--- src/rtl/sample_link_pkg.sv ---
// Shared widths, settings-bus addresses and framer constants
// for the receive sample to serdes link

package sample_link_pkg;

   ////////////////////////////////////////
   // Bus and data widths
   typedef logic [7:0]  set_addr_t;     // Settings address
   typedef logic [31:0] set_data_t;     // Settings data
   typedef logic [31:0] sample_t;       // One receive sample, I in high half
   typedef logic [15:0] ser_word_t;     // One transceiver word
   typedef logic [7:0]  led_t;
   typedef logic [3:0]  ser_ctrl_t;     // enable, prbsen, loopen, rx_en
   typedef logic [31:0] timer_cnt_t;

   ////////////////////////////////////////
   // Settings register map
   localparam set_addr_t SR_SERDES   = 8'd1;
   localparam set_addr_t SR_LED_SW   = 8'd3;
   localparam set_addr_t SR_LED_SRC  = 8'd8;
   localparam set_addr_t SR_SIMTIMER = 8'd198;  // One-shot, periodic at +1

   // 1 selects hardware source for that LED
   localparam led_t LED_SRC_RESET = 8'b0001_1110;

   ////////////////////////////////////////
   // Sample FIFO and framer
   localparam int FIFO_AW = 4;          // 16 words, 8 samples

   // K28.5 in the low byte, sent with tklsb set
   localparam ser_word_t IDLE_WORD = 16'h50BC;

   localparam int SYNC_LEN = 8;         // Idle words after enable

   typedef enum logic [1:0] {
      FR_OFF,
      FR_SYNC,
      FR_RUN
   } framer_state_t;

endpackage

--- src/rtl/setting_regs.sv ---
// Control registers on the settings bus: serdes control,
// software LED value, LED source mask and the LED mix

`timescale 1ns/10ps

module setting_regs (
   input  logic                        dsp_clk,
   input  logic                        por_rst,
   input  logic                        set_stb_i,
   input  sample_link_pkg::set_addr_t  set_addr_i,
   input  sample_link_pkg::set_data_t  set_data_i,
   input  logic                        run_tx_i,
   input  logic                        link_up_i,
   output sample_link_pkg::ser_ctrl_t  ser_ctrl_o,
   output sample_link_pkg::led_t       leds_o
);

   sample_link_pkg::led_t led_sw;
   sample_link_pkg::led_t led_src;
   sample_link_pkg::led_t led_hw;

   logic wr_serdes;
   logic wr_led_sw;
   logic wr_led_src;

   ////////////////////////////////////////
   // Address decode
   assign wr_serdes  = set_stb_i && (set_addr_i == sample_link_pkg::SR_SERDES);
   assign wr_led_sw  = set_stb_i && (set_addr_i == sample_link_pkg::SR_LED_SW);
   assign wr_led_src = set_stb_i && (set_addr_i == sample_link_pkg::SR_LED_SRC);

   ////////////////////////////////////////
   // Registers
   always_ff @(posedge dsp_clk) begin
      if (por_rst) begin
         ser_ctrl_o <= '0;                          // Serdes held off
         led_sw     <= '0;
         led_src    <= sample_link_pkg::LED_SRC_RESET;
      end else begin
         if (wr_serdes) begin
            ser_ctrl_o <= set_data_i[3:0];
         end
         if (wr_led_sw) begin
            led_sw <= set_data_i[7:0];
         end
         if (wr_led_src) begin
            led_src <= set_data_i[7:0];
         end
      end
   end

   ////////////////////////////////////////
   // LED mix
   // Bit 4 tx running, bit 3 rx running, bit 2 clock status (unused here),
   // bit 1 serdes link up
   assign led_hw = {3'b000,
                    run_tx_i,
                    ~run_tx_i,        // Receive path runs whenever tx is idle
                    1'b0,
                    link_up_i,
                    1'b0};

   // Mask bit high takes the hardware source
   assign leds_o = (led_src & led_hw) | (~led_src & led_sw);

endmodule

--- src/rtl/event_timer.sv ---
// One-shot and periodic interrupt timers loaded from the settings bus

`timescale 1ns/10ps

module event_timer (
   input  logic                        dsp_clk,
   input  logic                        por_rst,
   input  logic                        set_stb_i,
   input  sample_link_pkg::set_addr_t  set_addr_i,
   input  sample_link_pkg::set_data_t  set_data_i,
   output logic                        onetime_int_o,
   output logic                        periodic_int_o
);

   sample_link_pkg::timer_cnt_t onetime_cnt;
   sample_link_pkg::timer_cnt_t period;
   sample_link_pkg::timer_cnt_t period_cnt;

   logic wr_onetime;
   logic wr_periodic;

   assign wr_onetime  = set_stb_i && (set_addr_i == sample_link_pkg::SR_SIMTIMER);
   assign wr_periodic = set_stb_i && (set_addr_i == sample_link_pkg::SR_SIMTIMER + 8'd1);

   ////////////////////////////////////////
   // One-shot
   // Loaded with N, counts to zero; the last nonzero cycle is cycle N
   always_ff @(posedge dsp_clk) begin
      if (por_rst) begin
         onetime_cnt <= '0;
      end else if (wr_onetime) begin
         onetime_cnt <= set_data_i;                 // Zero cancels
      end else if (onetime_cnt != '0) begin
         onetime_cnt <= onetime_cnt - 1'b1;
      end
   end

   assign onetime_int_o = (onetime_cnt == 32'd1);

   ////////////////////////////////////////
   // Periodic
   always_ff @(posedge dsp_clk) begin
      if (por_rst) begin
         period     <= '0;
         period_cnt <= '0;
      end else if (wr_periodic) begin
         period     <= set_data_i;
         period_cnt <= set_data_i;
      end else if (period_cnt != '0) begin
         // Reload on the pulse cycle, next pulse P cycles on
         if (period_cnt == 32'd1) begin
            period_cnt <= period;
         end else begin
            period_cnt <= period_cnt - 1'b1;
         end
      end
   end

   // Count is only nonzero while a period is set
   assign periodic_int_o = (period_cnt == 32'd1);

endmodule

--- src/rtl/sample_fifo.sv ---
// Sample FIFO: 32-bit samples in, 16-bit words out,
// high half of each sample leaves first

`timescale 1ns/10ps

module sample_fifo (
   input  logic                        dsp_clk,
   input  logic                        por_rst,
   input  sample_link_pkg::sample_t    sample_i,
   input  logic                        sample_stb_i,
   input  logic                        run_tx_i,
   input  logic                        pop_i,
   output sample_link_pkg::ser_word_t  word_o,
   output logic                        word_rdy_o
);

   sample_link_pkg::ser_word_t mem [2**sample_link_pkg::FIFO_AW];

   logic [sample_link_pkg::FIFO_AW-1:0] wr_ptr;
   logic [sample_link_pkg::FIFO_AW-1:0] wr_ptr_lo;     // Slot of the low half
   logic [sample_link_pkg::FIFO_AW-1:0] rd_ptr;
   logic [sample_link_pkg::FIFO_AW:0]   fill;          // Words held, 0 to 16

   logic has_room;
   logic accept;
   logic pop_ok;

   ////////////////////////////////////////
   // Accept and pop qualification
   // Room for a pair unless fill is 15 or 16
   assign has_room = ~fill[sample_link_pkg::FIFO_AW] &&
                     (fill[sample_link_pkg::FIFO_AW-1:0] != {sample_link_pkg::FIFO_AW{1'b1}});

   // Receive samples only while tx is idle, else dropped silently
   assign accept = sample_stb_i && ~run_tx_i && has_room;

   assign pop_ok    = pop_i && word_rdy_o;
   assign wr_ptr_lo = wr_ptr + 1'b1;

   ////////////////////////////////////////
   // Storage
   always_ff @(posedge dsp_clk) begin
      if (accept) begin
         mem[wr_ptr]    <= sample_i[31:16];
         mem[wr_ptr_lo] <= sample_i[15:0];
      end
   end

   ////////////////////////////////////////
   // Pointers and occupancy
   always_ff @(posedge dsp_clk) begin
      if (por_rst) begin
         wr_ptr <= '0;
         rd_ptr <= '0;
         fill   <= '0;
      end else begin
         if (accept) begin
            wr_ptr <= wr_ptr + 2'd2;
         end
         if (pop_ok) begin
            rd_ptr <= rd_ptr + 1'b1;
         end
         case ({accept, pop_ok})
            2'b10:   fill <= fill + 2'd2;
            2'b01:   fill <= fill - 1'b1;
            2'b11:   fill <= fill + 1'b1;   // Two in, one out
            default: fill <= fill;
         endcase
      end
   end

   // Head word straight from memory, valid the cycle after a write
   assign word_o     = mem[rd_ptr];
   assign word_rdy_o = (fill != '0);

endmodule

--- src/rtl/serdes_framer.sv ---
// Serdes transmit framer: off, sync and run states,
// drains the sample FIFO and fills gaps with K28.5 idles

`timescale 1ns/10ps

module serdes_framer (
   input  logic                        dsp_clk,
   input  logic                        por_rst,
   input  sample_link_pkg::ser_ctrl_t  ser_ctrl_i,
   input  sample_link_pkg::ser_word_t  word_i,
   input  logic                        word_rdy_i,
   output logic                        pop_o,
   output sample_link_pkg::ser_word_t  ser_t_o,
   output logic                        ser_tklsb_o,
   output logic                        ser_tkmsb_o,
   output logic                        link_up_o
);

   sample_link_pkg::framer_state_t state;

   logic [$clog2(sample_link_pkg::SYNC_LEN)-1:0] sync_cnt;

   logic link_en;
   logic sync_done;

   assign link_en   = ser_ctrl_i[3];          // Enable is the top bit
   assign sync_done = (sync_cnt == $bits(sync_cnt)'(sample_link_pkg::SYNC_LEN - 1));

   // No pop on the cycle enable drops, the FIFO keeps its words
   assign pop_o = (state == sample_link_pkg::FR_RUN) && link_en && word_rdy_i;

   ////////////////////////////////////////
   // State machine
   always_ff @(posedge dsp_clk) begin
      if (por_rst) begin
         state    <= sample_link_pkg::FR_OFF;
         sync_cnt <= '0;
      end else begin
         case (state)
            sample_link_pkg::FR_OFF: begin
               sync_cnt <= '0;
               if (link_en) begin
                  state <= sample_link_pkg::FR_SYNC;
               end
            end
            sample_link_pkg::FR_SYNC: begin
               sync_cnt <= sync_cnt + 1'b1;        // One idle word per cycle
               if (!link_en) begin
                  state <= sample_link_pkg::FR_OFF;
               end else if (sync_done) begin
                  state <= sample_link_pkg::FR_RUN;
               end
            end
            sample_link_pkg::FR_RUN: begin
               if (!link_en) begin
                  state <= sample_link_pkg::FR_OFF;
               end
            end
            default: begin
               state <= sample_link_pkg::FR_OFF;
            end
         endcase
      end
   end

   ////////////////////////////////////////
   // Output word register
   always_ff @(posedge dsp_clk) begin
      if (por_rst) begin
         ser_t_o     <= '0;
         ser_tklsb_o <= 1'b0;
      end else if (pop_o) begin
         ser_t_o     <= word_i;                    // Data word
         ser_tklsb_o <= 1'b0;
      end else if (link_en && (state != sample_link_pkg::FR_OFF)) begin
         ser_t_o     <= sample_link_pkg::IDLE_WORD; // Sync or gap filler
         ser_tklsb_o <= 1'b1;
      end else begin
         ser_t_o     <= '0;
         ser_tklsb_o <= 1'b0;
      end
   end

   // High byte never carries a K character
   assign ser_tkmsb_o = 1'b0;

   assign link_up_o = (state == sample_link_pkg::FR_RUN);

endmodule

--- src/rtl/sample_link_core.sv ---
// Top level of the sample link: settings registers, timers,
// sample FIFO and serdes framer

`timescale 1ns/10ps

module sample_link_core (
   input  logic                        dsp_clk,
   input  logic                        por_rst,

   // Settings bus
   input  logic                        set_stb_i,
   input  sample_link_pkg::set_addr_t  set_addr_i,
   input  sample_link_pkg::set_data_t  set_data_i,

   // Receive samples
   input  sample_link_pkg::sample_t    sample_i,
   input  logic                        sample_stb_i,
   input  logic                        run_tx_i,

   // Serdes transmit
   output sample_link_pkg::ser_word_t  ser_t_o,
   output logic                        ser_tklsb_o,
   output logic                        ser_tkmsb_o,
   output logic                        ser_enable_o,
   output logic                        ser_prbsen_o,
   output logic                        ser_loopen_o,
   output logic                        ser_rx_en_o,

   // Misc
   output sample_link_pkg::led_t       leds_o,
   output logic                        onetime_int_o,
   output logic                        periodic_int_o
);

   sample_link_pkg::ser_ctrl_t ser_ctrl;
   sample_link_pkg::ser_word_t fifo_word;
   logic                       fifo_rdy;
   logic                       fifo_pop;
   logic                       link_up;

   assign {ser_enable_o, ser_prbsen_o, ser_loopen_o, ser_rx_en_o} = ser_ctrl;

   ////////////////////////////////////////
   // Control registers and LEDs
   setting_regs setting_regs_inst (
      .dsp_clk    (dsp_clk),
      .por_rst    (por_rst),
      .set_stb_i  (set_stb_i),
      .set_addr_i (set_addr_i),
      .set_data_i (set_data_i),
      .run_tx_i   (run_tx_i),
      .link_up_i  (link_up),
      .ser_ctrl_o (ser_ctrl),
      .leds_o     (leds_o)
   );

   event_timer event_timer_inst (
      .dsp_clk        (dsp_clk),
      .por_rst        (por_rst),
      .set_stb_i      (set_stb_i),
      .set_addr_i     (set_addr_i),
      .set_data_i     (set_data_i),
      .onetime_int_o  (onetime_int_o),
      .periodic_int_o (periodic_int_o)
   );

   ////////////////////////////////////////
   // Sample path
   sample_fifo sample_fifo_inst (
      .dsp_clk      (dsp_clk),
      .por_rst      (por_rst),
      .sample_i     (sample_i),
      .sample_stb_i (sample_stb_i),
      .run_tx_i     (run_tx_i),
      .pop_i        (fifo_pop),
      .word_o       (fifo_word),
      .word_rdy_o   (fifo_rdy)
   );

   serdes_framer serdes_framer_inst (
      .dsp_clk     (dsp_clk),
      .por_rst     (por_rst),
      .ser_ctrl_i  (ser_ctrl),
      .word_i      (fifo_word),
      .word_rdy_i  (fifo_rdy),
      .pop_o       (fifo_pop),
      .ser_t_o     (ser_t_o),
      .ser_tklsb_o (ser_tklsb_o),
      .ser_tkmsb_o (ser_tkmsb_o),
      .link_up_o   (link_up)
   );

endmodule

--- config.mk ---
export PLATFORM = sky130hd
export DESIGN_NAME = sample_link_core
export DESIGN_NICKNAME = d
export VERILOG_FILES = /design/src/rtl/sample_link_pkg.sv /design/src/rtl/setting_regs.sv /design/src/rtl/event_timer.sv /design/src/rtl/sample_fifo.sv /design/src/rtl/serdes_framer.sv /design/src/rtl/sample_link_core.sv
export SDC_FILE = /design/constraint.sdc
export NUM_CORES = 1
export LEC_CHECK = 0
export BUFFER_PORTS_ARGS = -buffer_cell sky130_fd_sc_hd__buf_2
export CAP_MARGIN = 15
export CORE_AREA = 3 3 242 244
export CTS_BUF_LIST = sky130_fd_sc_hd__clkbuf_8
export CTS_CLUSTER_DIAMETER = 120
export DETAILED_ROUTE_END_ITERATION = 8
export DIE_AREA = 0 0 245 247
export GPL_TIMING_DRIVEN = 0
export HOLD_SLACK_MARGIN = 0.06
export SYNTH_ARGS = -nofsm -noshare
export SYNTH_HDL_FRONTEND = slang
export SYNTH_SLANG_ARGS = --single-unit
--- constraint.sdc ---
create_clock -name dsp_clk -period 7.25 [get_ports dsp_clk]
set_clock_uncertainty 0.2 [all_clocks]
set_input_delay 1.0875 -clock dsp_clk [delete_from_list [all_inputs] [get_ports dsp_clk]]
set_output_delay 1.0875 -clock dsp_clk [all_outputs]
set_load 0.02 [all_outputs]
== After elaboration in Yosys (flattened, before gate mapping) ==
Memories as Yosys holds them, arrays and structs flattened. A register that Yosys moved wholly into a read port is not among the register bits.
Cells that the tools add are included.
Cells by class
  $add $sub $neg: 9
  multipliers: 0
  div/mod/pow operators: 0
  order comparisons: 0
  equal/unequal tests: 17
  shift-type cells: 0
  muxes and demuxes: 19
  bitwise operators: 6
  reduce and logical (&&, ||, !) cells: 23
Operator list (count)
  $mux 32: 5
  $eq 32x1->1 const B: 2
  $reduce_bool 32->1: 2
  $sub 32x1->32 const B: 2
  $eq 8x8->1 const B: 2
  $mux 16: 1
  $mux 15: 1
  $pmux 5 s3: 1
  $logic_and 1x1->1: 12
  $add 4x1->4 const B: 2
  $and 8x5->8: 1
  $and 8x8->8: 1
  $eq 8x1->1 const B: 1
  $eq 8x2->1 const B: 1
  $eq 8x4->1 const B: 1
  $mux 2: 4
  $mux 4: 2
  $not 8->8: 1
  $or 8x8->8: 1
  $reduce_bool 2->1: 4
  $eq 2x2->1 const B: 3
  $pmux 2 s3: 1
  $pmux 3 s2: 1
  $add 5x1->5 const B: 1
  other kinds (16): 21
Word-level totals
  register bits: 151
  bits in latches: 0
  RAM bits: 256
  bits in read-only memories: 0
  input port bits: 77
  word-level logic and storage cells: 88
  memories: 1
Memory list
  sample_fifo_inst.mem: depth 16, width 16, read ports 1, clocked after memory_dff 1, wr ports 2, RTL line sample_fifo.sv:17  | sample_link_pkg::ser_word_t mem [2**sample_link_pkg::FIFO_AW];

== Longest topological paths before layout ==
  depth in word-level cells: 6
  mapped depth: 12
  depth with buffers taken out: 11

== Cells and area by module ==
A second synthesis with hierarchy kept.
Second synthesis, totals
  cells, all modules: 1238
  area, all modules: 17295.3 um^2
By module, submodules not included
  sample_fifo: instances 1, cells an instance 451, area each 10621.4 um^2, seq. area each 8007.7 um^2
  event_timer: instances 1, cells an instance 621, area each 4973.5 um^2, seq. area each 1921.8 um^2
  setting_regs: instances 1, cells an instance 94, area each 959.7 um^2, seq. area each 400.4 um^2
  serdes_framer: instances 1, cells an instance 72, area each 740.7 um^2, seq. area each 440.4 um^2

== Least setup slack after synthesis ==
OpenSTA, ideal clock, no wires.
  path type: input port to flip-flop
  start point: input port run_tx_i
  end point: memory sample_fifo_inst.mem[2][0] (netlist name) (enable)
  arrival time: 4.797 ns
  data required time: 6.537 ns
  slack: 1.740 ns
  stages: 3
  cells stage by stage: nor2_1 > nand3_1 > nor4b_1
RTL lines
  start: declaration: RTL line sample_link_core.sv:18  | input logic run_tx_i,
  end: declaration: RTL line sample_fifo.sv:17

== Worst setup path in the final report ==
  start point: register event_timer_inst.period_cnt[8]
  end point: output port periodic_int_o
On the way
  word-level cells in the longest chain between the ends: 1
RTL lines
  start: declaration: RTL line event_timer.sv:17  | sample_link_pkg::timer_cnt_t period_cnt;
  start signal: assignment: RTL line event_timer.sv:48  | period_cnt <= set_data_i;
  start signal: assignment: RTL line event_timer.sv:52  | period_cnt <= period;
  start signal: assignment: RTL line event_timer.sv:54  | period_cnt <= period_cnt - 1'b1;
  $eq 32x1->1: RTL line event_timer.sv:60  | assign periodic_int_o = (period_cnt == 32'd1);
  end: declaration: RTL line sample_link_core.sv:32  | output logic periodic_int_o
No other way between the ends.

==> reports/results.tsv <==
stage	metric	value	unit
routing	wirelength	45.6	mm
clock_tree	clk_latency	0.65	ns
logic_synthesis	ys_async_sr_fraction	0	%
worst_setup_path	cp.required	5.96	ns
power_and_ir_drop	combPwrFrac	22.6	%
clock_tree	post_cts_buffers	0	
power_and_ir_drop	swShare	31.7	%
power_and_ir_drop	power_density	304	mW/mm2
clock_tree	cts.sinks	410	
routing	dr.pass1.iters	5	
floorplan	die_x	245	um
run	drv_cap	0	
cells_and_area	drive_above_1_share	21.6	%
min_path	worstHoldPathType	reg -> reg	
logic_synthesis	netlist.area_leader.share	45.3	%
logic_synthesis	synth.mux.area_fraction	11.1	%
power_and_ir_drop	total_power	6110	uW
clock_tree	cts.clk_slew.worst_paths	0.06	ns
floorplan	core_area	0.0565	mm2
routing	avgRoutedWirePerCell	19.9	um
logic_synthesis	synthAdderAreaFrac	1.08	%
worst_setup_path	critPathMaxFanout	6	
power_and_ir_drop	p_clk_share	32.3	%
placed_design	port_buffers	107	
sta	tightest_slew	1.08	ns
logic_synthesis	ys_types	71	
clock_tree	post_cts_resize_count	0	
routing	ant_nets	0	
logic_synthesis	synth-seq-cells	410	
clock_tree	cts_buffer_depth	3	
worst_setup_path	critPathLaunchType	register	
grt	gr-total-overflow	0	
routing	vias	11600	
cells_and_area	final_cell_mix	256 x edfxtp_1, 154 x dfxtp_1, 115 x buf_2	
grt	antenna_found_initial	0	
logic_synthesis	yosys.area.top_type	edfxtp_1	
logic_synthesis	ys.warnings.count	0	
routing	drc	0	
routing	drt_iter0_drc	1019	
sta	hold_viol_final	0	
placed_design	placed_area	0.0188	mm2
sta	relSlewSlack	27.6	%
power_and_ir_drop	vdd_drop_max	149	uV
sta	grt_setup_unrepaired	false	
floorplan	die_area	0.0605	mm2
sta	fmax	0.232	GHz
worst_setup_path	critPathKind	reg -> out	
logic_synthesis	synthesis.nets	1366	
clock_tree	cts_tree	done	
cells_and_area	layout_commonest_cell	edfxtp_1	
sta	setup_viol	0	
placed_design	dpl.hpwl	31.6	mm
cells_and_area	multi_input_comb_area	0.00591	mm2
logic_synthesis	synth_area	0.0170	mm2
logic_synthesis	synth_compound_area_share	8.43	%
sta	fin_tns_setup	0	ns
sta	fin_crit_sh	59.5	%
clock_tree	clockRootBuffer	clkbuf_8	
outcome	outcome	finished clean	
clock_tree	cts_hold_buffers	0	
logic_synthesis	yosys.area_share.simple	11.2	%
logic_synthesis	synth_xor_area_share	2.63	%
grt	grt_max_degree	23	
logic_synthesis	ys_top_cells_by_area	edfxtp_1 45%, dfxtp_1 18%, mux4_2 8.5%, a21oi_1 2.3%, nand2_1 2.3%	
clock_tree	htree_levels	3	
placed_design	dp_cells	2163	
floorplan	die-height	247	um
logic_synthesis	synth_cells	1275	
power_and_ir_drop	p_seq_share	45.1	%
cells_and_area	stdcell_area	0.0201	mm2
grt	grt_pass1_wl	70.1	mm
cells_and_area	nets	1572	
floorplan	io_pins	109	
worst_setup_path	rrSetupSlack	3.90	ns
cells_and_area	area_delta_synth_final	18.3	%
logic_synthesis	synth-seq-area-share	63.4	%
routing	routed_via_density	5.06	
cells_and_area	instances_no_fill	2294	
placed_design	gpl.final_weighted_congestion	0.892	
logic_synthesis	syn_avg_cell_area	13.3	um2
sta	finalMaxSlewViolations	0	
cells_and_area	seq_area	0.0108	mm2
power_and_ir_drop	power.leakage	0.00689	uW
sta	post-route-min-period	4.31	ns
grt	grtUsageTotal	15.2	%
logic_synthesis	synth_top_family_by_area	simple AND/OR/NAND/NOR gates	
power_and_ir_drop	power.switching	1940	uW
clock_tree	numCtsBuffers	71	
grt	grt_pass1_vias	11900	
cells_and_area	fill_cells	5459	
power_and_ir_drop	p_int	4170	uW
worst_setup_path	setup.worst_path.end_class	primary output	
floorplan	start_util	30.1	%
floorplan	rows	87	
logic_synthesis	synth_ff_type	edfxtp_1	
worst_setup_path	arrival	3.02	ns
logic_synthesis	synth_edf_count	256	
## power by group through the flow
stage	Clock, uW	Combinational [uW]	Sequential (uW)
2_1_floorplan	0	1000	2770
3_5_place_dp	0	1350	2800
6_report	1970	1380	2750
5_1_grt	2140	1520	2770
4_1_cts	2030	1360	2750
3_3_place_gp	0	1320	2790
## flip-flops by register name, summed over array words and instances (netlist names), named ones only
| register | cells |
|---|---|
| sample_fifo_inst.mem | 256 |
| event_timer_inst.onetime_cnt | 32 |
| event_timer_inst.period | 32 |
| event_timer_inst.period_cnt | 32 |
| serdes_framer_inst.ser_t_o | 16 |
| setting_regs_inst.led_src | 8 |
| setting_regs_inst.led_sw | 8 |
| sample_fifo_inst.fill | 5 |
| sample_fifo_inst.rd_ptr | 4 |
| setting_regs_inst.ser_ctrl_o | 4 |
| sample_fifo_inst.wr_ptr | 3 |
| serdes_framer_inst.sync_cnt | 3 |
| serdes_framer_inst.state | 2 |
| serdes_framer_inst.ser_tklsb_o | 1 |
## cell families (layout without fill, tap and decap cells)
logic type | Yosys count | in the layout
flip-flops | 410 | 410
AND/OR/NAND/NOR | 379 | 379
AO/OA/AOI/OAI | 224 | 224
multiplexers | 108 | 108
buffers and inverters | 88 | 349
XOR/XNOR | 51 | 51
adder cells (fa/ha/maj) | 14 | 14
other | 1 | 3
## cell type report
| cell class | instances | area share [%] |
|---|---|---|
| clock inverter | 51 | 1.29 |
| multi-input combinational | 777 | 29.4 |
| sequential | 410 | 53.6 |
| inverter | 11 | 0.205 |
| clock buffer | 77 | 5.27 |
| tap | 756 | 4.71 |
| antenna | 2 | 0.0249 |
| timing repair buffer | 133 | 3.97 |
| buffer | 77 | 1.54 |
## through the flow
step	hold WS [ns]	setup slack, ns	utilization (%)
6_report	0.253	2.94	35.6
4_1_cts	0.255	2.91	35.5
3_3_place_gp	0.244	-0.986	32.7
3_5_place_dp	0.248	3.24	33.2
5_1_grt	0.270	2.74	35.6
2_1_floorplan	0.233	1.74	-
## critical path: stages (launching register included)
cell and delay (ns):
dfxtp_1 0.35, nor4_1 0.93, and2_1 0.34, and3_1 0.29, nand2_1 0.11, inv_1 0.15
buf_2 0.21
## final timing paths
path                                        from                              end  cells past startpoint
setup / recovery  event_timer_inst.period_cnt[8]                   periodic_int_o                      6
hold / removal       event_timer_inst.period[18]      event_timer_inst.period[18]                      2
setup reg to reg  event_timer_inst.period_cnt[8]  event_timer_inst.period_cnt[18]                      8
hold reg to reg      event_timer_inst.period[18]      event_timer_inst.period[18]                      2
## cells in the mapped netlist (12+ instances only)
| library cell | n |
|---|---|
| a21oi_1 | 78 |
| nor3_1 | 39 |
| nor2b_1 | 21 |
| nor2_1 | 92 |
| mux4_2 | 64 |
| nand3_1 | 30 |
| ha_1 | 13 |
| clkbuf_1 | 60 |
| mux2i_1 | 35 |
| a211oi_1 | 35 |
| dfxtp_1 | 154 |
| xnor2_1 | 28 |
| edfxtp_1 | 256 |
| o21ai_0 | 37 |
| nor4_1 | 21 |
| nand4_1 | 12 |
| xor2_1 | 23 |
| nand2_1 | 103 |
| a31oi_1 | 12 |
## metal layers
metal	part of all wire (%)	global-route usage, %	vias to the layer above	wire length [um]
met2	47	25.0	462	21500
met1	44	19.9	5757	19900
li1	-	-	5308	-
met4	2.1	4.86	0	954
met5	0	0	-	0
met3	7.2	3.46	78	3300
(Power assumes the default switching activity.)
